==> src/rtl/dual_port_ram.sv <==
`default_nettype none

module dual_port_ram #(
    parameter int WIDTH = 32,
    parameter int ADDR_WIDTH = 6
) (
    input  wire logic                  clk_i,
    input  wire logic                  wr_en_i,
    input  wire logic [ADDR_WIDTH-1:0] wr_addr_i,
    input  wire logic [WIDTH-1:0]      wr_data_i,
    input  wire logic                  rd_en_i,
    input  wire logic [ADDR_WIDTH-1:0] rd_addr_i,
    output logic      [WIDTH-1:0]      rd_data_o
);

    logic [WIDTH-1:0] mem [2**ADDR_WIDTH];

    always_ff @(posedge clk_i) begin
        if (wr_en_i) begin
            mem[wr_addr_i] <= wr_data_i;
        end
    end

    // read data holds between reads
    always_ff @(posedge clk_i) begin
        if (rd_en_i) begin
            rd_data_o <= mem[rd_addr_i];
        end
    end

endmodule

`default_nettype wire

==> config.mk <==
export PLATFORM = sky130hd
export DESIGN_NAME = dual_port_ram
export DESIGN_NICKNAME = d
export VERILOG_FILES = /design/src/rtl/dual_port_ram.sv
export SDC_FILE = /design/constraint.sdc
export NUM_CORES = 2
export LEC_CHECK = 0
export BUFFER_PORTS_ARGS = -buffer_cell sky130_fd_sc_hd__buf_2
export CORE_ASPECT_RATIO = 1.1
export CORE_UTILIZATION = 35
export DETAILED_ROUTE_END_ITERATION = 10
export PLACE_DENSITY = 0.52
export SETUP_SLACK_MARGIN = 0.2
export SYNTH_ARGS = -nofsm -noshare
export SYNTH_HDL_FRONTEND = slang
export SYNTH_SLANG_ARGS = --single-unit
==> constraint.sdc <==
create_clock -name clk_i -period 3 [get_ports clk_i]
set_input_delay 0.15 -clock clk_i [delete_from_list [all_inputs] [get_ports clk_i]]
set_output_delay 0.15 -clock clk_i [all_outputs]
set_load 0.005 [all_outputs]
==> out/qor.yml <==
outcome: "completed"
top_layer: "met5"
setup_tns_ns: 0
cts_buffer_depth: 3
hpwl_um: 133000
r2r_cells: 4
worst_pin_slew_ns: 1.18
path_buf_inv: 0
synth_seq_cells: 2080
hold_viol_final: 0
firstDrtPassIters: 7
crit_slowest_cell: "o22ai_1"
cts_sinks: 2080
vdd_drop_max_mv: 0.527
cts.repair.resized: 0
yosysSeqAreaShare: 0.792
cp_top_family: "multiplexers"
relSlewSlack: 0.212
wire_per_inst_um: 32.3
antenna_found_initial: 23
clk_pin_slew_ns: 0.06
fin_ws_ns: 0.449
leakage_nw: 28.9
overflow: 0
drive_gt1_frac: 0.325
setup.worst_path.end_class: "register"
clock_latency_ns: 0.85
path_depth: 4
max_stage_delay_ns: 0.84
ff_latch_area_um2: 62500
h-tree-depth: 4
start_kind: "register"
finalMaxSlewViolations: 0
grt_usage: 0.197
critical_path.cell_chain: "mux4_2 > mux4_2 > o22ai_1 > nor2_1"
fillers: 19400
synth_area_um2: 78800
maxCapViolations: 0
dp_slack_ns: -0.335
drt-met1-wl_um: 93800
die_area_um2: 227000
root_buffer: "clkbuf_16"
fin_worst_skew_ns: 0.0296
grt_pass1_vias: 38700
numCtsBuffers: 203
wl_met2_um: 112000
finalCriticalPeriod_ns: 2.55
grt_start_max_net_pins: 77
areaGrowthSynthToFinish_pct: 17.6
die_width_um: 455
fin_crit_sh: 0.850
hold_slack_ns: 0.0662
vias: 37700
cts_tree: "done"
syn_avg_cell_area_um2: 23.7
io_buffer_count: 78
wl_um: 222000
power_density_nw_per_um2: 657
holdCritPathClass: "primary input to register"
crit_fanout: 1
initial_utilization: 0.353
setup_viol: 0
fin_nets: 3816
grt_setup_unrepaired: "false"
synth_nets: 3371
vias_per_cell: 5.47
drc: 0
ant_nets: 0
cp.arrival_ns: 3.11
cp_common_cell: "mux4_2"
synthDistinctLibCells: 33
grt_pass1_wl_um: 312000
io_pins: 79
hold_path_depth: 4
gp_congestion: 0.780
critPathKind: "register to register"
multi_input_area_um2: 16000
synthArstFlopShare: 0
clock.fmax_ghz: 0.392
cts_setup_buffers: 0
routed-wl-met3_um: 10800
netlist_instances: 3324
coreArea_um2: 224000
row_count: 182
first_iter_violations: 4001
die_h_um: 500
cp.required_ns: 3.56
ys.flop_type: "edfxtp_1"
synth_edf_count: 2080
yosysWarnings: 0
==> cells in the mapped netlist, types with 8 or more instances <==
master	n	area [um^2]
a21oi_1	62	310
a22oi_1	12	90.1
a311oi_1	8	70.1
buf_1	21	78.8
buf_2	57	285
buf_4	25	188
clkbuf_1	74	278
edfxtp_1	2080	62500
mux2i_1	93	931
mux4_2	544	12300
nand2_1	26	97.6
nand2b_1	8	50.1
nor2_1	137	514
nor2b_1	15	93.8
o221ai_1	27	236
o22ai_1	84	526
==> tightest hold or removal path: stages <==
cell     delay, ns
buf_6         0.17
mux4_2        0.27
o22ai_1       0.07
nor2_1        0.09
==> path summary, 6_finish.rpt <==
| kind | endpoint | slack [ns] | start |
|---|---|---|---|
| min reg2reg | rd_data_o[4] | 0.86 | mem[13][4] |
| max | rd_data_o[29] | 0.45 | mem[14][29] |
| max reg2reg | rd_data_o[29] | 0.45 | mem[14][29] |
| min | rd_data_o[13] | 0.07 | rd_addr_i[3] |
==> power breakdown <==
part           leakage [nW]  total, mW  switching (mW)  internal, mW
sequential             18.7       32.4           0.116          32.2
clock                  3.19       25.2            10.9          14.3
combinational          6.97       3.26            1.98          1.28
total                  28.9       60.9            13.0          47.9
==> registers in the layout (all words and copies together), names as in the netlist <==
signal	flops
mem	2048
rd_data_o	32
==> cells by family after synthesis <==
| family | share of synthesized area |
|---|---|
| buf+inv | 0.0112 |
| flops | 0.792 |
| compound gates | 0.0167 |
| simple gates | 0.0126 |
| mux | 0.167 |
==> per-stage QoR <==
step                      std cells   util  power [mW]  instance area (um^2)
after floorplan                3324      -        34.5                 78800
after global placement         6479  0.384        36.2                 85800
after detailed placement       6479  0.384        36.3                 85800
after CTS                      6880  0.414        61.4                 92700
after global routing           6884  0.414        62.6                 92700
final                          6890  0.414        60.9                 92700
==> layer usage <==
layer | track usage | vias to the layer above
li1 | - | 15200
met1 | 0.269 | 21000
met2 | 0.332 | 1163
met3 | 0.0259 | 254
met4 | 0.0503 | 2
met5 | 0 | -
==> timing repair <==
item | in CTS | in global routing
hold endpoints to repair | 831 | 0
hold buffers | 29 | 0
endpoints found under the setup margin | 0 | 0
==> final cells by class <==
| class | instances | share of cell area |
|---|---|---|
| clock buffers | 243 | 0.0574 |
| multi-input cells | 1062 | 0.172 |
| repair buffers | 422 | 0.0431 |
| flip-flops and latches | 2080 | 0.674 |
| diodes | 10 | 0.000270 |
| well taps | 2944 | 0.0397 |
| clock inverters | 129 | 0.0131 |
==> layout by cell type (no fill, tap or decap), types with 27 or more instances in the layout <==
cell           synthesis  layout
edfxtp_1            2080    2080
mux4_2               544     544
buf_4                 25     242
clkbuf_16              0     207
mux2i_1               93      93
o22ai_1               84      84
nor2_1               137      75
buf_2                 57      74
buf_12                 0      73
a21oi_1               62      62
nor2_4                 0      62
clkinv_1               0      61
clkbuf_1              74      36
clkinv_2               0      32
dlygate4sd3_1          0      29
o221ai_1              27      27
Note: power is estimated with default switching activity, not from simulation.
