File: src/rtl/conv_pkg.sv
`default_nettype none

package conv_pkg;

    ////////////////////
    // array geometry
    ////////////////////
    localparam int ROWS = 4;
    localparam int COLS = 4;
    localparam int I_WIDTH = 8;
    localparam int F_WIDTH = 8;
    localparam int PROD_WIDTH = I_WIDTH + F_WIDTH;
    // headroom for summing ROWS products
    localparam int ACC_WIDTH = PROD_WIDTH + $clog2(ROWS);

    ////////////////////
    // memories and result buffering
    ////////////////////
    localparam int FEAT_ADDR_WIDTH = 6;
    localparam int WT_ADDR_WIDTH = $clog2(COLS);
    localparam int FIFO_DEPTH = 4;
    localparam int FIFO_PTR_WIDTH = $clog2(FIFO_DEPTH);
    localparam int SLOT_WIDTH = $clog2(FIFO_DEPTH + 1);
    localparam int CREDIT_MAX = 4;
    localparam int CREDIT_WIDTH = $clog2(CREDIT_MAX + 1);

    // named signed element types keep vector elements signed
    typedef logic signed [I_WIDTH-1:0] feat_t;
    typedef logic signed [F_WIDTH-1:0] wt_t;
    typedef logic signed [ACC_WIDTH-1:0] acc_t;

    typedef feat_t [ROWS-1:0] feat_vec_t;
    typedef wt_t [ROWS-1:0] wt_vec_t;
    typedef acc_t [COLS-1:0] acc_vec_t;

    typedef struct packed {
        logic en;
        logic [FEAT_ADDR_WIDTH-1:0] addr;
        feat_vec_t data;
    } feat_wr_t;

    typedef struct packed {
        logic en;
        logic [WT_ADDR_WIDTH-1:0] addr;
        wt_vec_t data;
    } wt_wr_t;

    // num_pos runs 1..64
    typedef struct packed {
        logic [FEAT_ADDR_WIDTH:0] num_pos;
    } conv_cmd_t;

    typedef struct packed {
        logic [FEAT_ADDR_WIDTH-1:0] pos;
        logic [WT_ADDR_WIDTH-1:0] filt;
        logic [ACC_WIDTH-1:0] value;
    } result_t;

    typedef enum logic [2:0] {
        IDLE,
        LOAD_W,
        STREAM,
        FLUSH,
        DONE
    } ctrl_state_e;

endpackage

`default_nettype wire

File: src/rtl/mac_array.sv
`default_nettype none

module mac_array
    import conv_pkg::*;
(
    input  wire logic                       clk_i,
    input  wire logic                       rd_weight_rst,
    input  wire logic                       wt_load_i,
    input  wire logic [WT_ADDR_WIDTH-1:0]   wt_sel_i,
    input  wire wt_vec_t                    wt_data_i,
    input  wire logic                       feat_valid_i,
    input  wire logic [FEAT_ADDR_WIDTH-1:0] feat_pos_i,
    input  wire feat_vec_t                  feat_i,
    output logic                            acc_valid_o,
    output logic      [FEAT_ADDR_WIDTH-1:0] acc_pos_o,
    output acc_vec_t                        acc_o
);

    wt_vec_t wt_q [COLS];
    logic signed [PROD_WIDTH-1:0] prod_q [COLS][ROWS];
    acc_t sum_d [COLS];
    logic v1_q;
    logic v2_q;
    logic [FEAT_ADDR_WIDTH-1:0] pos1_q;
    logic [FEAT_ADDR_WIDTH-1:0] pos2_q;
    acc_vec_t acc_q;

    // stationary weights, one filter per column
    always_ff @(posedge clk_i or posedge rd_weight_rst) begin
        if (rd_weight_rst) begin
            for (int c = 0; c < COLS; c++) begin
                wt_q[c] <= '0;
            end
        end else if (wt_load_i) begin
            wt_q[wt_sel_i] <= wt_data_i;
        end
    end

    always_ff @(posedge clk_i or posedge rd_weight_rst) begin
        if (rd_weight_rst) begin
            v1_q <= 1'b0;
            v2_q <= 1'b0;
        end else begin
            v1_q <= feat_valid_i;
            v2_q <= v1_q;
        end
    end

    ////////////////////
    // stage 1 products
    ////////////////////
    always_ff @(posedge clk_i) begin
        if (feat_valid_i) begin
            pos1_q <= feat_pos_i;
            for (int c = 0; c < COLS; c++) begin
                for (int r = 0; r < ROWS; r++) begin
                    prod_q[c][r] <= $signed(feat_i[r]) * $signed(wt_q[c][r]);
                end
            end
        end
    end

    ////////////////////
    // stage 2 column sums
    ////////////////////
    always_comb begin
        for (int c = 0; c < COLS; c++) begin
            sum_d[c] = '0;
            for (int r = 0; r < ROWS; r++) begin
                sum_d[c] = sum_d[c] + ACC_WIDTH'(prod_q[c][r]);
            end
        end
    end

    always_ff @(posedge clk_i) begin
        if (v1_q) begin
            pos2_q <= pos1_q;
            for (int c = 0; c < COLS; c++) begin
                acc_q[c] <= sum_d[c];
            end
        end
    end

    assign acc_valid_o = v2_q;
    assign acc_pos_o = pos2_q;
    assign acc_o = acc_q;

endmodule

`default_nettype wire

File: config.mk
export PLATFORM = sky130hd
export DESIGN_NAME = mac_array
export DESIGN_NICKNAME = d
export VERILOG_FILES = /design/src/rtl/conv_pkg.sv /design/src/rtl/mac_array.sv
export SDC_FILE = /design/constraint.sdc
export NUM_CORES = 2
export LEC_CHECK = 0
export ABC_AREA = 1
export BUFFER_PORTS_ARGS = -buffer_cell sky130_fd_sc_hd__buf_4
export CELL_PAD_IN_SITES_DETAIL_PLACEMENT = 1
export CELL_PAD_IN_SITES_GLOBAL_PLACEMENT = 1
export CORE_ASPECT_RATIO = 0.9
export CORE_UTILIZATION = 48
export DETAILED_ROUTE_END_ITERATION = 12
export PLACE_DENSITY_LB_ADDON = 0.1
export SLEW_MARGIN = 0
export SYNTH_ARGS = -nofsm -noshare
export SYNTH_HDL_FRONTEND = slang
export SYNTH_SLANG_ARGS = --single-unit
File: constraint.sdc
create_clock -name clk_i -period 7.8 [get_ports clk_i]
set_clock_uncertainty 0.05 [all_clocks]
set_input_delay 0.39 -clock clk_i [delete_from_list [all_inputs] [get_ports clk_i]]
set_output_delay 0.39 -clock clk_i [all_outputs]
set_load 0.02 [all_outputs]
==> metrics <==
result of the run=finished, final reports clean; pin count of the biggest net entering global routing=around 150; number of buffer cells added on primary ports=around 150; I/O pin cnt=around 160; endpoint of the lowest-slack register-to-register path=prod_q[0][31]$_DFFE_PP_; Syn. warnings=0; final routed wire length divided by cell count=about 19 um; proportion of synthesized chip area in sequential cells=0.210; root cell of the clock tree=sky130_fd_sc_hd__clkbuf_16; HP Class=in2reg; measured slew at the worst slew-check pin=between 1 and 1.5 ns; category of the worst setup path launch point=flop; register-to-register setup slack=3.07 ns; count of mapped cells out of synthesis=a little under 8000; Critical Path Max Stage Delay=~0.8 ns; Relative slew margins=0.286; wire length of the first global-routing pass=about 290 mm; classification of the worst setup path=reg2reg; drt drc=0; gp weighted congestion=0.887; synthesized net count=around 9300; total global routing overflow=0; number of antenna diodes=0; Worst path slowest cell=sky130_fd_sc_hd__fa_1; most common cell after layout, fill and taps aside=sky130_fd_sc_hd__inv_1; Unique masters post-synth=36; # resized after CTS=0; sequence of cells on the critical path=nand2_1 -> fa_1 -> inv_1 -> fa_1 -> inv_1 -> fa_1 -> inv_1 -> fa_1 -> ha_1 -> nand2_1 -> nor2_1 -> nand3_1 -> nand3_1 -> inv_1 -> nand2_1 -> nand2_1; hold-critical path endpoint=wt_q[119]$_DFFE_PP0P_; top cells by area, synth=sky130_fd_sc_hd__fa_1 (32%), sky130_fd_sc_hd__edfxtp_1 (16%), sky130_fd_sc_hd__inv_1 (14%); via count of the first global-routing pass=approximately 53000; Final HPWL DP=about 150 mm; post-synth top area share=0.316; Worst Reg2Reg Path Length in Cells=16; overall die width=just under 400 um; critical path buffer and inverter count=4; Avg Synthesized Cell Area=between 8 and 9 um^2; Yosys top cell by area=sky130_fd_sc_hd__fa_1; first element of the critical path=wt_q[114]$_DFFE_PP0P_; flip-flop and latch count after synthesis=470; count of maximum capacitance violations=0; max-slew violation count=0; CORE AREA=about 130000 um^2; vias per inst=roughly 5; critical path capture point type=flop; number of levels in the clock H-tree=2; summed negative setup slack over all endpoints=0 ns; clock-pin slew on the worst setup and hold paths=about 0.060 ns; initial antenna violation count=12; hold path startpoint=wt_data_i[23]; share of final-layout standard cells stronger than drive strength 1=0.0385; CTS tree=yes; Worst-Skew Late Latency=around 0.69 ns; largest driver fanout on the critical path=9; violation count after the first detailed-route iteration=2471; reg2reg start=wt_q[114]$_DFFE_PP0P_; RSZ-0062 raised after global routing=false; vias after detailed routing=~48000; overall die area=about 140000 um^2; WP data required=approximately 8 ns; antenna violation net count after detailed routing=0; post-synthesis cell area=64200 um^2; Worst Hold Path Cells=3; Num CTS Buffers=between 50 and 60; final critical path time including I/O delays and setup=4.73 ns; drt pass-1 iters=5; Die Span Y=between 300 and 400 um; Longest Clk Path Bufs=3; WP data arrival=5.10 ns; Initial Utilization=0.487; CP top delay family=adder cells; sinks on the clock net=470; area overhead of the layout relative to synthesis=7.23%; most frequent cells in the layout=sky130_fd_sc_hd__inv_1 (2325), sky130_fd_sc_hd__nand2_1 (1857), sky130_fd_sc_hd__fa_1 (1012), sky130_fd_sc_hd__ha_1 (532), sky130_fd_sc_hd__edfxtp_1 (340); total routing resource utilization after global routing=0.276; Post-layout nets=9334; Fmax achieved=0.211 GHz; total routed wirelength=179 mm; Final period util=0.606; final count of hold timing violations=0; area occupied by multi-input gates=41100 um^2; area occupied by registers=13500 um^2; fill cell instance count of the final layout=about 16000; final setup violating endpoints=0; site row count=126
==> area by class of cell <==
cell class	count	area share
Multi-Input combinational cell	4687	0.597
Sequential cell	470	0.196
Inverter	2327	0.127
Tap cell	1728	0.0314
Clock buffer	72	0.0229
Timing Repair Buffer	170	0.0191
Clock inverter	38	0.00687
==> what timing repair did <==
action | 4_1_cts | 5_1_grt
endpoints found under the hold margin | 72 | 0
hold buffers | 8 | 0
setup buffers | 0 | 0
==> flip-flops by register name (all words and copies together) (netlist names) <==
signal       flops
acc_o           72
acc_pos_o        6
acc_valid_o      1
pos1_q           6
prod_q         256
v1_q             1
wt_q           128
==> cells by family after synthesis <==
kind of cell    Yosys count  synth area share
buf+inv                2559             0.150
xor+xnor                226            0.0308
compound gates          475            0.0401
simple gates           2442             0.150
flops                   470             0.210
fa+ha+maj              1544             0.419
==> synth_stat cells (all sizes together) <==
| cell | count |
|---|---|
| xnor2 | 99 |
| or2 | 4 |
| fa | 1012 |
| o21ai | 247 |
| and3 | 1 |
| nand2 | 1865 |
| nor2 | 307 |
| xor2 | 127 |
| a21oi | 173 |
| inv | 2326 |
| a31oi | 10 |
| dfrtp | 130 |
| nor3b | 1 |
| edfxtp | 340 |
| buf | 31 |
| nand3b | 13 |
| ha | 532 |
| nand3 | 205 |
| clkbuf | 201 |
| o31ai | 1 |
| and2 | 8 |
| a21o | 19 |
| clkinv | 1 |
| o21bai | 21 |
| o21a | 4 |
| nand4 | 29 |
| nor3 | 9 |
==> per-stage QoR <==
step | cells | area (um^2) | util | hold slack, ns | setup WS (ns)
final | 9492 | 68800 | 0.522 | 0.0461 | 3.07
after global routing | 9492 | 68800 | 0.522 | 0.0545 | 2.85
after CTS | 9492 | 68800 | 0.522 | 0.00779 | 3.08
after detailed placement | 9374 | 66700 | 0.506 | 0.356 | 2.86
after global placement | 9374 | 66700 | 0.506 | 0.352 | 2.96
after floorplan | 7716 | 64200 | - | 0.350 | 3.52
==> worst max path at each step <==
stage          slack, ns                      end  depth (start not counted)
6_report            3.07  prod_q[0][31]$_DFFE_PP_                         16
5_1_grt             2.85  prod_q[2][47]$_DFFE_PP_                         16
4_1_cts             3.08  prod_q[0][31]$_DFFE_PP_                         16
3_5_place_dp        2.86  prod_q[0][31]$_DFFE_PP_                         17
3_3_place_gp        2.96  prod_q[0][31]$_DFFE_PP_                         17
2_1_floorplan       3.52  prod_q[3][63]$_DFFE_PP_                         17
==> metal layers <==
metal	vias to the layer above	wire length, um	GRT usage
met1	24338	80100	0.370
met5	-	31	0
met2	738	88900	0.481
li1	22379	-	-
met4	4	4280	0.0678
met3	184	6090	0.0246
==> tightest hold or removal path, delay by kind of cell <==
kind	cells	cell delay, ns
AOI/OAI and AO/OA	1	0.17
buffers and inverters	2	0.18
Power is left out: the tool's default activity adds up to more than one toggle a clock period on the data nets, which glitch-free logic cannot reach.
