`src/rtl/conv_pkg.sv`:
```
`default_nettype none

package conv_pkg;

    ////////////////////
    // array geometry
    ////////////////////
    localparam int ROWS = 4;
    localparam int COLS = 4;
    localparam int I_WIDTH = 8;
    localparam int F_WIDTH = 8;
    localparam int PROD_WIDTH = I_WIDTH + F_WIDTH;
    // headroom for summing ROWS products
    localparam int ACC_WIDTH = PROD_WIDTH + $clog2(ROWS);

    ////////////////////
    // memories and result buffering
    ////////////////////
    localparam int FEAT_ADDR_WIDTH = 6;
    localparam int WT_ADDR_WIDTH = $clog2(COLS);
    localparam int FIFO_DEPTH = 4;
    localparam int FIFO_PTR_WIDTH = $clog2(FIFO_DEPTH);
    localparam int SLOT_WIDTH = $clog2(FIFO_DEPTH + 1);
    localparam int CREDIT_MAX = 4;
    localparam int CREDIT_WIDTH = $clog2(CREDIT_MAX + 1);

    // named signed element types keep vector elements signed
    typedef logic signed [I_WIDTH-1:0] feat_t;
    typedef logic signed [F_WIDTH-1:0] wt_t;
    typedef logic signed [ACC_WIDTH-1:0] acc_t;

    typedef feat_t [ROWS-1:0] feat_vec_t;
    typedef wt_t [ROWS-1:0] wt_vec_t;
    typedef acc_t [COLS-1:0] acc_vec_t;

    typedef struct packed {
        logic en;
        logic [FEAT_ADDR_WIDTH-1:0] addr;
        feat_vec_t data;
    } feat_wr_t;

    typedef struct packed {
        logic en;
        logic [WT_ADDR_WIDTH-1:0] addr;
        wt_vec_t data;
    } wt_wr_t;

    // num_pos runs 1..64
    typedef struct packed {
        logic [FEAT_ADDR_WIDTH:0] num_pos;
    } conv_cmd_t;

    typedef struct packed {
        logic [FEAT_ADDR_WIDTH-1:0] pos;
        logic [WT_ADDR_WIDTH-1:0] filt;
        logic [ACC_WIDTH-1:0] value;
    } result_t;

    typedef enum logic [2:0] {
        IDLE,
        LOAD_W,
        STREAM,
        FLUSH,
        DONE
    } ctrl_state_e;

endpackage

`default_nettype wire

```
`src/rtl/conv_controller.sv`:
```
`default_nettype none

module conv_controller
    import conv_pkg::*;
(
    input  wire logic                       clk_i,
    input  wire logic                       rd_weight_rst,
    input  wire logic                       start_i,
    input  wire conv_cmd_t                  cmd_i,
    input  wire logic [SLOT_WIDTH-1:0]      free_slots_i,
    input  wire logic                       drain_empty_i,
    input  wire logic                       acc_valid_i,
    output logic                            wt_rd_en_o,
    output logic      [WT_ADDR_WIDTH-1:0]   wt_rd_addr_o,
    output logic                            wt_load_o,
    output logic      [WT_ADDR_WIDTH-1:0]   wt_sel_o,
    output logic                            feat_rd_en_o,
    output logic      [FEAT_ADDR_WIDTH-1:0] feat_rd_addr_o,
    output logic                            feat_valid_o,
    output logic      [FEAT_ADDR_WIDTH-1:0] feat_pos_o,
    output logic                            busy_o,
    output logic                            done_o
);

    ctrl_state_e state_q;
    ctrl_state_e state_d;
    logic [WT_ADDR_WIDTH-1:0] wt_cnt_q;
    logic [FEAT_ADDR_WIDTH-1:0] pos_cnt_q;
    logic [FEAT_ADDR_WIDTH:0] num_pos_q;
    // vectors between feature read and drain input
    logic [SLOT_WIDTH-1:0] inflight_q;
    logic start_ok;
    logic issue;
    logic last_wt;
    logic last_pos;
    logic drained;

    assign busy_o = (state_q == LOAD_W) || (state_q == STREAM) || (state_q == FLUSH);
    assign done_o = (state_q == DONE);
    assign start_ok = start_i && !busy_o;

    assign last_wt = (wt_cnt_q == WT_ADDR_WIDTH'(COLS - 1));
    assign last_pos = ({1'b0, pos_cnt_q} == num_pos_q - 1'b1);
    assign drained = (inflight_q == '0) && drain_empty_i;

    // only issue what the drain is sure to have room for
    assign issue = (state_q == STREAM) && (inflight_q < free_slots_i);

    assign wt_rd_en_o = (state_q == LOAD_W);
    assign wt_rd_addr_o = wt_cnt_q;
    assign feat_rd_en_o = issue;
    assign feat_rd_addr_o = pos_cnt_q;

    ////////////////////
    // next state
    ////////////////////
    always_comb begin
        state_d = state_q;
        case (state_q)
            IDLE, DONE: begin
                if (start_ok) begin
                    state_d = LOAD_W;
                end else begin
                    state_d = IDLE;
                end
            end
            LOAD_W: begin
                if (last_wt) begin
                    state_d = STREAM;
                end
            end
            STREAM: begin
                if (issue && last_pos) begin
                    state_d = FLUSH;
                end
            end
            FLUSH: begin
                if (drained) begin
                    state_d = DONE;
                end
            end
            default: begin
                state_d = IDLE;
            end
        endcase
    end

    ////////////////////
    // counters and strobes
    ////////////////////
    always_ff @(posedge clk_i or posedge rd_weight_rst) begin
        if (rd_weight_rst) begin
            state_q <= IDLE;
            wt_cnt_q <= '0;
            pos_cnt_q <= '0;
            num_pos_q <= '0;
            inflight_q <= '0;
            wt_load_o <= 1'b0;
            feat_valid_o <= 1'b0;
        end else begin
            state_q <= state_d;
            // read data arrives a cycle later
            wt_load_o <= wt_rd_en_o;
            feat_valid_o <= feat_rd_en_o;

            if (start_ok) begin
                num_pos_q <= cmd_i.num_pos;
                wt_cnt_q <= '0;
                pos_cnt_q <= '0;
            end else begin
                if (wt_rd_en_o) begin
                    wt_cnt_q <= wt_cnt_q + 1'b1;
                end
                if (issue) begin
                    pos_cnt_q <= pos_cnt_q + 1'b1;
                end
            end

            case ({issue, acc_valid_i})
                2'b10: inflight_q <= inflight_q + 1'b1;
                2'b01: inflight_q <= inflight_q - 1'b1;
                default: inflight_q <= inflight_q;
            endcase
        end
    end

    // select and position follow their strobes
    always_ff @(posedge clk_i) begin
        wt_sel_o <= wt_rd_addr_o;
        feat_pos_o <= feat_rd_addr_o;
    end

endmodule

`default_nettype wire

```
`config.mk`:
```
export PLATFORM = sky130hd
export DESIGN_NAME = conv_controller
export DESIGN_NICKNAME = d
export VERILOG_FILES = /design/src/rtl/conv_pkg.sv /design/src/rtl/conv_controller.sv
export SDC_FILE = /design/constraint.sdc
export NUM_CORES = 1
export LEC_CHECK = 0
export BUFFER_PORTS_ARGS = -buffer_cell sky130_fd_sc_hd__buf_2
export CORE_MARGIN = 10
export CORE_UTILIZATION = 40
export CTS_CLUSTER_DIAMETER = 30
export DETAILED_ROUTE_END_ITERATION = 8
export GPL_TIMING_DRIVEN = 0
export PLACE_DENSITY = 0.62
export SLEW_MARGIN = 20
export SYNTH_ARGS = -nofsm -noshare
export SYNTH_HDL_FRONTEND = slang
export SYNTH_SLANG_ARGS = --single-unit
```
`constraint.sdc`:
```
create_clock -name clk_i -period 4.93 [get_ports clk_i]
set_input_delay 0.986 -clock clk_i [delete_from_list [all_inputs] [get_ports clk_i]]
set_output_delay 0.986 -clock clk_i [all_outputs]
set_load 0.01 [all_outputs]
```
==> results.cfg <==
[logic_synthesis]
ys_seq_elements = 31
synth_cell_types = 33
synthesis.area_um2 = 1481
ys_warn_count = 0
yosys.area.top_type = dfrtp_1
synthTopCellsByArea = dfrtp_1, dfxtp_1, ha_1
postSynthCellCount = 140
synth_seq_area_share_pct = 49.66
synthesis.nets = 162
yosys.area.top_type_share_pct = 38.85
syn_avg_cell_area_um2 = 10.58

[worst_setup_path]
required_ps = 3940
critPathMaxFanout = 9
crit_top_cell = buf_2
path_cells = buf_2, inv_1, ha_1, a21oi_1, o211a_1, buf_2, buf_2
max_stage_delay_ps = 290
timing.critical_path.buf_inv = 4
arrival_ps = 2060
path_delay_family = buffers and inverters
path_class = in2out
critPathSlowestCell = ha_1
cp-end-kind = primary output
cp-start-kind = primary input

[route]
via_per_inst = 4.806
route.met3.wl_um = 222
dr.pass1.iters = 4
first_iter_violations = 69
wl_per_cell_um = 13.55
vias = 1115
wl_mm = 3.143
drt-met1-wl_mm = 1.320
met2_length_mm = 1.526
top_layer_used = met4
drc = 0
ant_nets = 0

[timing]
maxSlewHeadroom_pct = 40.52
worst_slew_pin_slew_ps = 891.1
rsz0062_at_grt = no
whs_ps = 423.8
fmax_mhz = 327.9
hold_viol = 0
tns_ps = 0
setup_violations = 0
slew_violations = 0
period_share_pct = 61.85
clock_skew_ps = 7.389
period_needed_ps = 3049

[cts]
cts_buffer_depth = 2
cts_tree = yes
cts_resized = 0
cts_hold_buf = 0
cts_num_sinks = 31
htreeDepth = 2
clock_latency_ps = 280
post_cts_buffers = 0
cts_root_buffer = clkbuf_8
clk_pin_slew_ps = 70
cts_buffers = 5

[final_layout]
final_nets = 205
fill_cells = 377
drive_gt1_share_pct = 28.80
layout_commonest_cell = buf_2
insertedDiodeCount = 0
fin_util_pct = 49.90
area_delta_synth_final_pct = 22.38
final_cell_mix = buf_2, dfrtp_1, nor2_1

[floorplan]
core_um2 = 3633
die_area_um2 = 6538
initial_core_util_pct = 40.77
top_level_ports = 37
die_width_um = 80.86
fp.dieH_um = 80.86
rows = 22

[grt]
grt_pass1_wl_mm = 5.112
antenna_found_initial = 0
overflow = 0
grt_pass1_vias = 1116
grt_max_degree = 24
grt_usage_pct = 9.884

[worst_hold_path]
hold_class = reg2reg

[placement]
hpwl_mm = 2.396
gp_congestion = 0.7959
port_buffers = 36

[power_and_ir_drop]
power_mw = 1.159
vdd_drop_max_v = 0.0002698
p_leak_nw = 0.8795
p_per_area_nw_per_um2 = 639.1

[job]
drv_cap = 0

[outcome]
status = complete, no violations
routing by layer:
layer,GRT usage (%),vias up
met5,0,-
met4,4.671,0
met3,3.753,7
met2,16.40,27
met1,10.97,524
li1,-,557
kinds of logic after synthesis:
family                   after synthesis  share of synthesized area (%)
AO/OA/AOI/OAI                         17                          7.095
XOR/XNOR                              14                          8.277
adder cells (fa/ha/maj)                7                          6.419
buffers and inverters                 16                          4.138
flip-flops                            31                          49.66
multiplexers                           9                          6.503
AND/OR/NAND/NOR                       46                          17.91
through the flow:
step	cell area (um2)	std cells	setup WS, ps
after detailed placement	1722	224	1874
after global routing	1813	232	1777
after floorplan	1481	140	2137
after CTS	1813	232	1870
after global placement	1722	224	1869
final	1813	232	1881
cell type report:
| type | instances | area (um2) | area share (%) |
|---|---|---|---|
| Inverter | 11 | 41.29 | 2.277 |
| Sequential cell | 31 | 735.7 | 40.58 |
| Multi-Input combinational cell | 93 | 684.4 | 37.75 |
| Tap cell | 48 | 60.06 | 3.313 |
| Buffer | 5 | 20.02 | 1.104 |
| Clock inverter | 1 | 5.005 | 0.2761 |
| Clock buffer | 7 | 86.33 | 4.762 |
| Timing Repair Buffer | 36 | 180.2 | 9.938 |
synthesized netlist by cell type, drive strengths merged:
cell type and number:
a211oi 1, a21oi 5, a31oi 3, and3 1, and3b 1, buf 1
clkbuf 4, dfrtp 23, dfxtp 8, fa 1, ha 6, inv 11
mux2 5, mux2i 4, nand2 6, nand2b 1, nand3b 1, nand4 4
nor2 15, nor2b 4, nor3 2, nor3b 3, nor4 2, o211a 1
o21ai 6, o311ai 1, or2 1, or3 4, or4b 1, xnor2 8
xor2 6
worst register-to-register path: stages, from the launching register on:
cell and delay, ps:
dfrtp_1 410, ha_1 300, nand2_1 60, o211a_1 190, buf_2 180, inv_1 70
ha_1 170, inv_1 60, fa_1 370, xor2_1 150, nor2_1 110, xor2_1 160
registers in the layout, indices dropped and copies added, names as in the netlist:
name / flops
wt_rd_addr_o: 2
wt_sel_o: 2
num_pos_q: 7
feat_rd_addr_o: 6
state_q: 3
wt_load_o: 1
feat_pos_o: 6
inflight_q: 3
feat_valid_o: 1
where the power goes:
group / internal (mW) / leakage (nW) / total [mW] / switching, mW
registers: 0.353 / 0.355 / 0.443 / 0.0906
clock network: 0.112 / 0.0482 / 0.204 / 0.0910
logic: 0.240 / 0.477 / 0.512 / 0.272
total: 0.705 / 0.879 / 1.16 / 0.453
path summary, 6_finish.rpt:
path / to / start / slack (ps) / depth (start not counted)
setup / recovery: feat_rd_en_o / free_slots_i[2] / 1880 / 7
hold / removal: wt_sel_o[1] / wt_rd_addr_o[1] / 420 / 0
setup reg to reg: inflight_q[2] / inflight_q[2] / 2630 / 11
hold reg to reg: wt_sel_o[1] / wt_rd_addr_o[1] / 420 / 0
max in group asynchronous: state_q[0] / rd_weight_rst / 3490 / 2
min in group asynchronous: num_pos_q[0] / rd_weight_rst / 890 / 2
No activity file was read; power rests on OpenSTA's default activity.
