[config.mk]
export PLATFORM = sky130hd
export DESIGN_NAME = result_drain
export DESIGN_NICKNAME = d
export VERILOG_FILES = /design/src/rtl/conv_pkg.sv /design/src/rtl/result_drain.sv
export SDC_FILE = /design/constraint.sdc
export NUM_CORES = 1
export LEC_CHECK = 0
export BUFFER_PORTS_ARGS = -buffer_cell sky130_fd_sc_hd__buf_2
export CAP_MARGIN = 20
export CORE_UTILIZATION = 44
export DETAILED_ROUTE_END_ITERATION = 8
export PLACE_DENSITY_LB_ADDON = 0.2
export SYNTH_ARGS = -nofsm -noshare
export SYNTH_HDL_FRONTEND = slang
export SYNTH_SLANG_ARGS = --single-unit
[constraint.sdc]
create_clock -name clk_i -period 4 [get_ports clk_i]
set_input_delay 0.8 -clock clk_i [delete_from_list [all_inputs] [get_ports clk_i]]
set_output_delay 0.8 -clock clk_i [all_outputs]
set_load 0.01 [all_outputs]
[src/rtl/conv_pkg.sv]
`default_nettype none

package conv_pkg;

    ////////////////////
    // array geometry
    ////////////////////
    localparam int ROWS = 4;
    localparam int COLS = 4;
    localparam int I_WIDTH = 8;
    localparam int F_WIDTH = 8;
    localparam int PROD_WIDTH = I_WIDTH + F_WIDTH;
    // headroom for summing ROWS products
    localparam int ACC_WIDTH = PROD_WIDTH + $clog2(ROWS);

    ////////////////////
    // memories and result buffering
    ////////////////////
    localparam int FEAT_ADDR_WIDTH = 6;
    localparam int WT_ADDR_WIDTH = $clog2(COLS);
    localparam int FIFO_DEPTH = 4;
    localparam int FIFO_PTR_WIDTH = $clog2(FIFO_DEPTH);
    localparam int SLOT_WIDTH = $clog2(FIFO_DEPTH + 1);
    localparam int CREDIT_MAX = 4;
    localparam int CREDIT_WIDTH = $clog2(CREDIT_MAX + 1);

    // named signed element types keep vector elements signed
    typedef logic signed [I_WIDTH-1:0] feat_t;
    typedef logic signed [F_WIDTH-1:0] wt_t;
    typedef logic signed [ACC_WIDTH-1:0] acc_t;

    typedef feat_t [ROWS-1:0] feat_vec_t;
    typedef wt_t [ROWS-1:0] wt_vec_t;
    typedef acc_t [COLS-1:0] acc_vec_t;

    typedef struct packed {
        logic en;
        logic [FEAT_ADDR_WIDTH-1:0] addr;
        feat_vec_t data;
    } feat_wr_t;

    typedef struct packed {
        logic en;
        logic [WT_ADDR_WIDTH-1:0] addr;
        wt_vec_t data;
    } wt_wr_t;

    // num_pos runs 1..64
    typedef struct packed {
        logic [FEAT_ADDR_WIDTH:0] num_pos;
    } conv_cmd_t;

    typedef struct packed {
        logic [FEAT_ADDR_WIDTH-1:0] pos;
        logic [WT_ADDR_WIDTH-1:0] filt;
        logic [ACC_WIDTH-1:0] value;
    } result_t;

    typedef enum logic [2:0] {
        IDLE,
        LOAD_W,
        STREAM,
        FLUSH,
        DONE
    } ctrl_state_e;

endpackage

`default_nettype wire

[src/rtl/result_drain.sv]
`default_nettype none

module result_drain
    import conv_pkg::*;
(
    input  wire logic                       clk_i,
    input  wire logic                       rd_weight_rst,
    input  wire logic                       acc_valid_i,
    input  wire logic [FEAT_ADDR_WIDTH-1:0] acc_pos_i,
    input  wire acc_vec_t                   acc_i,
    input  wire logic                       credit_i,
    output logic      [SLOT_WIDTH-1:0]      free_slots_o,
    output logic                            empty_o,
    output logic                            valid_o,
    output result_t                         result_o
);

    acc_vec_t vec_mem [FIFO_DEPTH];
    logic [FEAT_ADDR_WIDTH-1:0] pos_mem [FIFO_DEPTH];
    logic [FIFO_PTR_WIDTH-1:0] wr_ptr;
    logic [FIFO_PTR_WIDTH-1:0] rd_ptr;
    logic [SLOT_WIDTH-1:0] fifo_cnt;
    // filter index within the head vector
    logic [WT_ADDR_WIDTH-1:0] col_idx;
    logic [CREDIT_WIDTH-1:0] credit_cnt;
    logic push;
    logic fire;
    logic pop;
    acc_vec_t head_vec;

    assign push = acc_valid_i;
    assign fire = (fifo_cnt != '0) && (credit_cnt != '0);
    assign pop = fire && (col_idx == WT_ADDR_WIDTH'(COLS - 1));
    assign head_vec = vec_mem[rd_ptr];

    assign valid_o = fire;
    assign empty_o = (fifo_cnt == '0);
    assign free_slots_o = SLOT_WIDTH'(FIFO_DEPTH) - fifo_cnt;

    always_comb begin
        result_o.pos = pos_mem[rd_ptr];
        result_o.filt = col_idx;
        result_o.value = head_vec[col_idx];
    end

    ////////////////////
    // vector storage
    ////////////////////
    always_ff @(posedge clk_i) begin
        if (push) begin
            vec_mem[wr_ptr] <= acc_i;
            pos_mem[wr_ptr] <= acc_pos_i;
        end
    end

    always_ff @(posedge clk_i or posedge rd_weight_rst) begin
        if (rd_weight_rst) begin
            wr_ptr <= '0;
            rd_ptr <= '0;
            fifo_cnt <= '0;
            col_idx <= '0;
            credit_cnt <= CREDIT_WIDTH'(CREDIT_MAX);
        end else begin
            if (push) begin
                wr_ptr <= wr_ptr + 1'b1;
            end
            if (fire) begin
                col_idx <= col_idx + 1'b1;
            end
            if (pop) begin
                rd_ptr <= rd_ptr + 1'b1;
            end

            case ({push, pop})
                2'b10: fifo_cnt <= fifo_cnt + 1'b1;
                2'b01: fifo_cnt <= fifo_cnt - 1'b1;
                default: fifo_cnt <= fifo_cnt;
            endcase

            // one credit spent per result, one back per credit pulse
            case ({credit_i, fire})
                2'b10: credit_cnt <= credit_cnt + 1'b1;
                2'b01: credit_cnt <= credit_cnt - 1'b1;
                default: credit_cnt <= credit_cnt;
            endcase
        end
    end

endmodule

`default_nettype wire

==> results.py <==
metrics = {
    "power": {
        "leakagePower_nw": 5.02,
        "p_sw_mw": 3.18,
        "vdd_drop_max_mv": 0.338,
        "power_density_nw_per_um2": 752,
        "pwr-share-clk_pct": 27.6,
        "p_seq_share_pct": 43.7,
        "intPower_mw": 7.75,
        "power_frac_comb_pct": 28.7,
        "sw_frac_of_total_pct": 29.1,
    },
    "cts": {
        "clk_latency_ns": 0.50,
        "tritoncts": "built",
        "cts_buffers": 34,
        "cts_hold_buffers": 0,
        "ctsResizeCount": 0,
        "cts_setup_buffers": 0,
        "h-tree-depth": 2,
        "numClockSinks": 324,
        "clkSlewWorstSetupHoldPaths_ns": 0.06,
        "clockRootBuffer": "clkbuf_16",
        "cts_buffer_depth": 3,
    },
    "run_status": {
        "status": "finished, final reports clean",
    },
    "critical_path": {
        "path_max_fanout": 25,
        "start_kind": "flop",
        "crit_start": "rd_ptr[0]$_DFFE_PP0P_",
        "rr_startpoint": "fifo_cnt[0]$_DFFE_PP0P_",
        "cp_slowest_stage_delay_ns": 0.75,
        "critPathKind": "flop to output pin",
        "arrival_ns": 2.58,
        "cp_slowest_cell": "dfrtp_4",
        "path_cells": "buf_4 > mux4_2 > a22oi_1 > nand2_1 > buf_2",
        "cp-end-kind": "output pin",
        "cp_data_required_time_ns": 3.20,
    },
    "placed_design": {
        "place.detailed.hpwl_um": 14400,
        "io_buffers": 112,
        "pre_cts_slack_ns": 1.09,
        "gp_congestion": 0.688,
        "dpl_cell_area_um2": 13500,
    },
    "floorplan": {
        "initial_utilization_pct": 44.6,
        "boundaryPins": 113,
        "fp.dieArea_um2": 28800,
        "die_h_um": 170,
        "core_um2": 27800,
        "die_x_um": 170,
        "std_cell_rows": 61,
    },
    "synthesis": {
        "synthCells": 535,
        "yosysSeqAreaShare_pct": 78.0,
        "synth_nets": 628,
        "yosysMostFrequentCell": "edfxtp_1",
        "synth_common_cells": "edfxtp_1 (312), mux4_2 (62), a22oi_1 (36)",
        "yosys.area.top_type": "edfxtp_1",
        "yosys.area.top_type_share_pct": 75.6,
        "synth.area.top_cells": "edfxtp_1 (76%), mux4_2 (11%), mux4_1 (3.4%), dfrtp_1 (2.2%), a22oi_1 (2.2%)",
        "synthArstFlopShare_pct": 3.70,
        "synth_ff_type": "edfxtp_1",
        "avgSynthCellArea_um2": 23.2,
        "synth_area_um2": 12400,
        "synth_edf_count": 312,
        "ys_seq_elements": 324,
        "yosysUniqueCellTypes": 26,
        "synth_warnings": 0,
    },
    "drt": {
        "wl_per_cell_um": 22.3,
        "drt_iter0_markers": 334,
        "drtAntennaViolNets": 0,
        "dr.pass1.iters": 4,
        "vias_per_cell": 5.29,
        "drt-total-wl_um": 24000,
        "drc": 0,
        "vias": 5702,
    },
    "timing": {
        "rsz0062_at_grt": "no",
        "max_freq_mhz": 296,
        "skew_ns": 0.0159,
        "hold_viol_final": 0,
        "hold_ws_ns": 0.322,
        "slew_headroom_pct": 40.8,
        "min_period_ns": 3.38,
        "setup_ws_ns": 0.619,
        "finalSetupTns_ns": 0,
        "slew_viol_final": 0,
        "finalCritPeriodShare_pct": 84.5,
        "setup_viol": 0,
        "worst_slew_pin_slew_ns": 0.888,
    },
    "hold_path": {
        "hold_path.class": "input pin to async pin",
    },
    "grt": {
        "grt_pass1_wl_um": 36600,
        "grt_start_max_net_pins": 55,
        "grt_usage_pct": 17.3,
        "grt_pass1_vias": 6310,
        "grt_antenna_before_repair": 4,
        "grt_overflow_total": 0,
    },
    "cells_and_area": {
        "fin_util_pct": 52.3,
        "layout-drive-gt1-share_pct": 35.7,
        "nets": 766,
        "fin_area_um2": 14500,
        "fillCellCount": 2222,
        "area_delta_synth_final_pct": 17.3,
    },
    "job": {
        "max_cap_violations": 0,
    },
}
==> cells by family (layout without fill, tap and decap cells) <==
family,count (synthesis),in the layout,share of synthesized area (%)
AO/OA/AOI/OAI,37,37,2.22
adder cells (fa/ha/maj),11,11,1.23
flip-flops,324,324,78.0
buffers and inverters,39,199,1.67
XOR/XNOR,10,10,0.707
AND/OR/NAND/NOR,33,33,1.23
other,0,4,0
multiplexers,81,81,14.9
==> state kept, by name, indices dropped and copies added (netlist names) <==
| signal | cells |
|---|---|
| credit_cnt | 3 |
| pos_mem | 24 |
| rd_ptr | 2 |
| fifo_cnt | 3 |
| wr_ptr | 2 |
| vec_mem | 288 |
| col_idx | 2 |
==> metrics by stage <==
stage          total power, mW  std cells
5_1_grt                   11.5       1075
3_3_place_gp              7.98       1015
2_1_floorplan             6.96        535
4_1_cts                   11.1       1073
3_5_place_dp              8.08       1015
6_report                  10.9       1077
==> worst max-delay path: cells and delay by family (launching register included) <==
family	cells	cell delay, ns
flops	1	0.75
mux	1	0.52
buf+inv	2	0.49
compound gates	1	0.22
simple gates	1	0.11
==> metal layers <==
layer / GRT usage (%) / vias up / routed length (µm)
li1: - / 2536 / -
met1: 21.8 / 2981 / 9810
met2: 30.2 / 146 / 12500
met3: 3.60 / 37 / 1210
met4: 5.29 / 2 / 516
met5: 0 / - / 13
==> power by group through the flow <==
stage | Combinational [mW] | Clock (mW) | Sequential, mW
finish | 3.14 | 3.02 | 4.78
floorplan | 2.28 | 0 | 4.68
global route | 3.44 | 3.20 | 4.85
global placement | 3.16 | 0 | 4.82
CTS | 3.23 | 3.07 | 4.80
detailed placement | 3.22 | 0 | 4.86
==> final timing paths <==
path	end	slack, ns	depth (start not counted)
max in group asynchronous	rd_ptr[0]$_DFFE_PP0P_	3.31	2
hold / removal	fifo_cnt[0]$_DFFE_PP0P_	0.32	2
min in group clk_i	pos_mem[2][5]$_DFFE_PP_	0.51	1
hold reg to reg	credit_cnt[0]$_DFFE_PP0P_	0.52	1
setup / recovery	result_o[5]	0.62	5
setup reg to reg	fifo_cnt[2]$_DFFE_PP0P_	1.34	10
==> cell usage in the layout (no fill, tap or decap), types with 2 or more instances in the layout <==
cell,count
a22oi_1,36
clkinv_1,3
nor2b_2,2
xor2_1,7
bufinv_16,3
buf_4,12
clkinv_2,6
dfrtp_4,2
buf_12,4
ha_1,9
mux2i_1,2
clkbuf_16,35
nand2_1,19
inv_1,13
mux4_2,62
diode_2,4
mux4_1,16
nor2_1,3
xnor2_1,3
edfxtp_1,312
fa_1,2
clkbuf_1,8
and2_4,4
dfrtp_1,9
buf_2,112
==> layout make-up <==
class                   count  area [µm²]  area share (%)
diodes                      4        10.0          0.0688
repair buffers            128         731            5.02
multi-input cells         172        2530            17.4
clock inverters            14         149            1.02
inverters                  13        48.8           0.336
well taps                 378         473            3.25
flip-flops and latches    324        9680            66.5
clock buffers              44         920            6.32
Power figures use the tool's default switching activity.
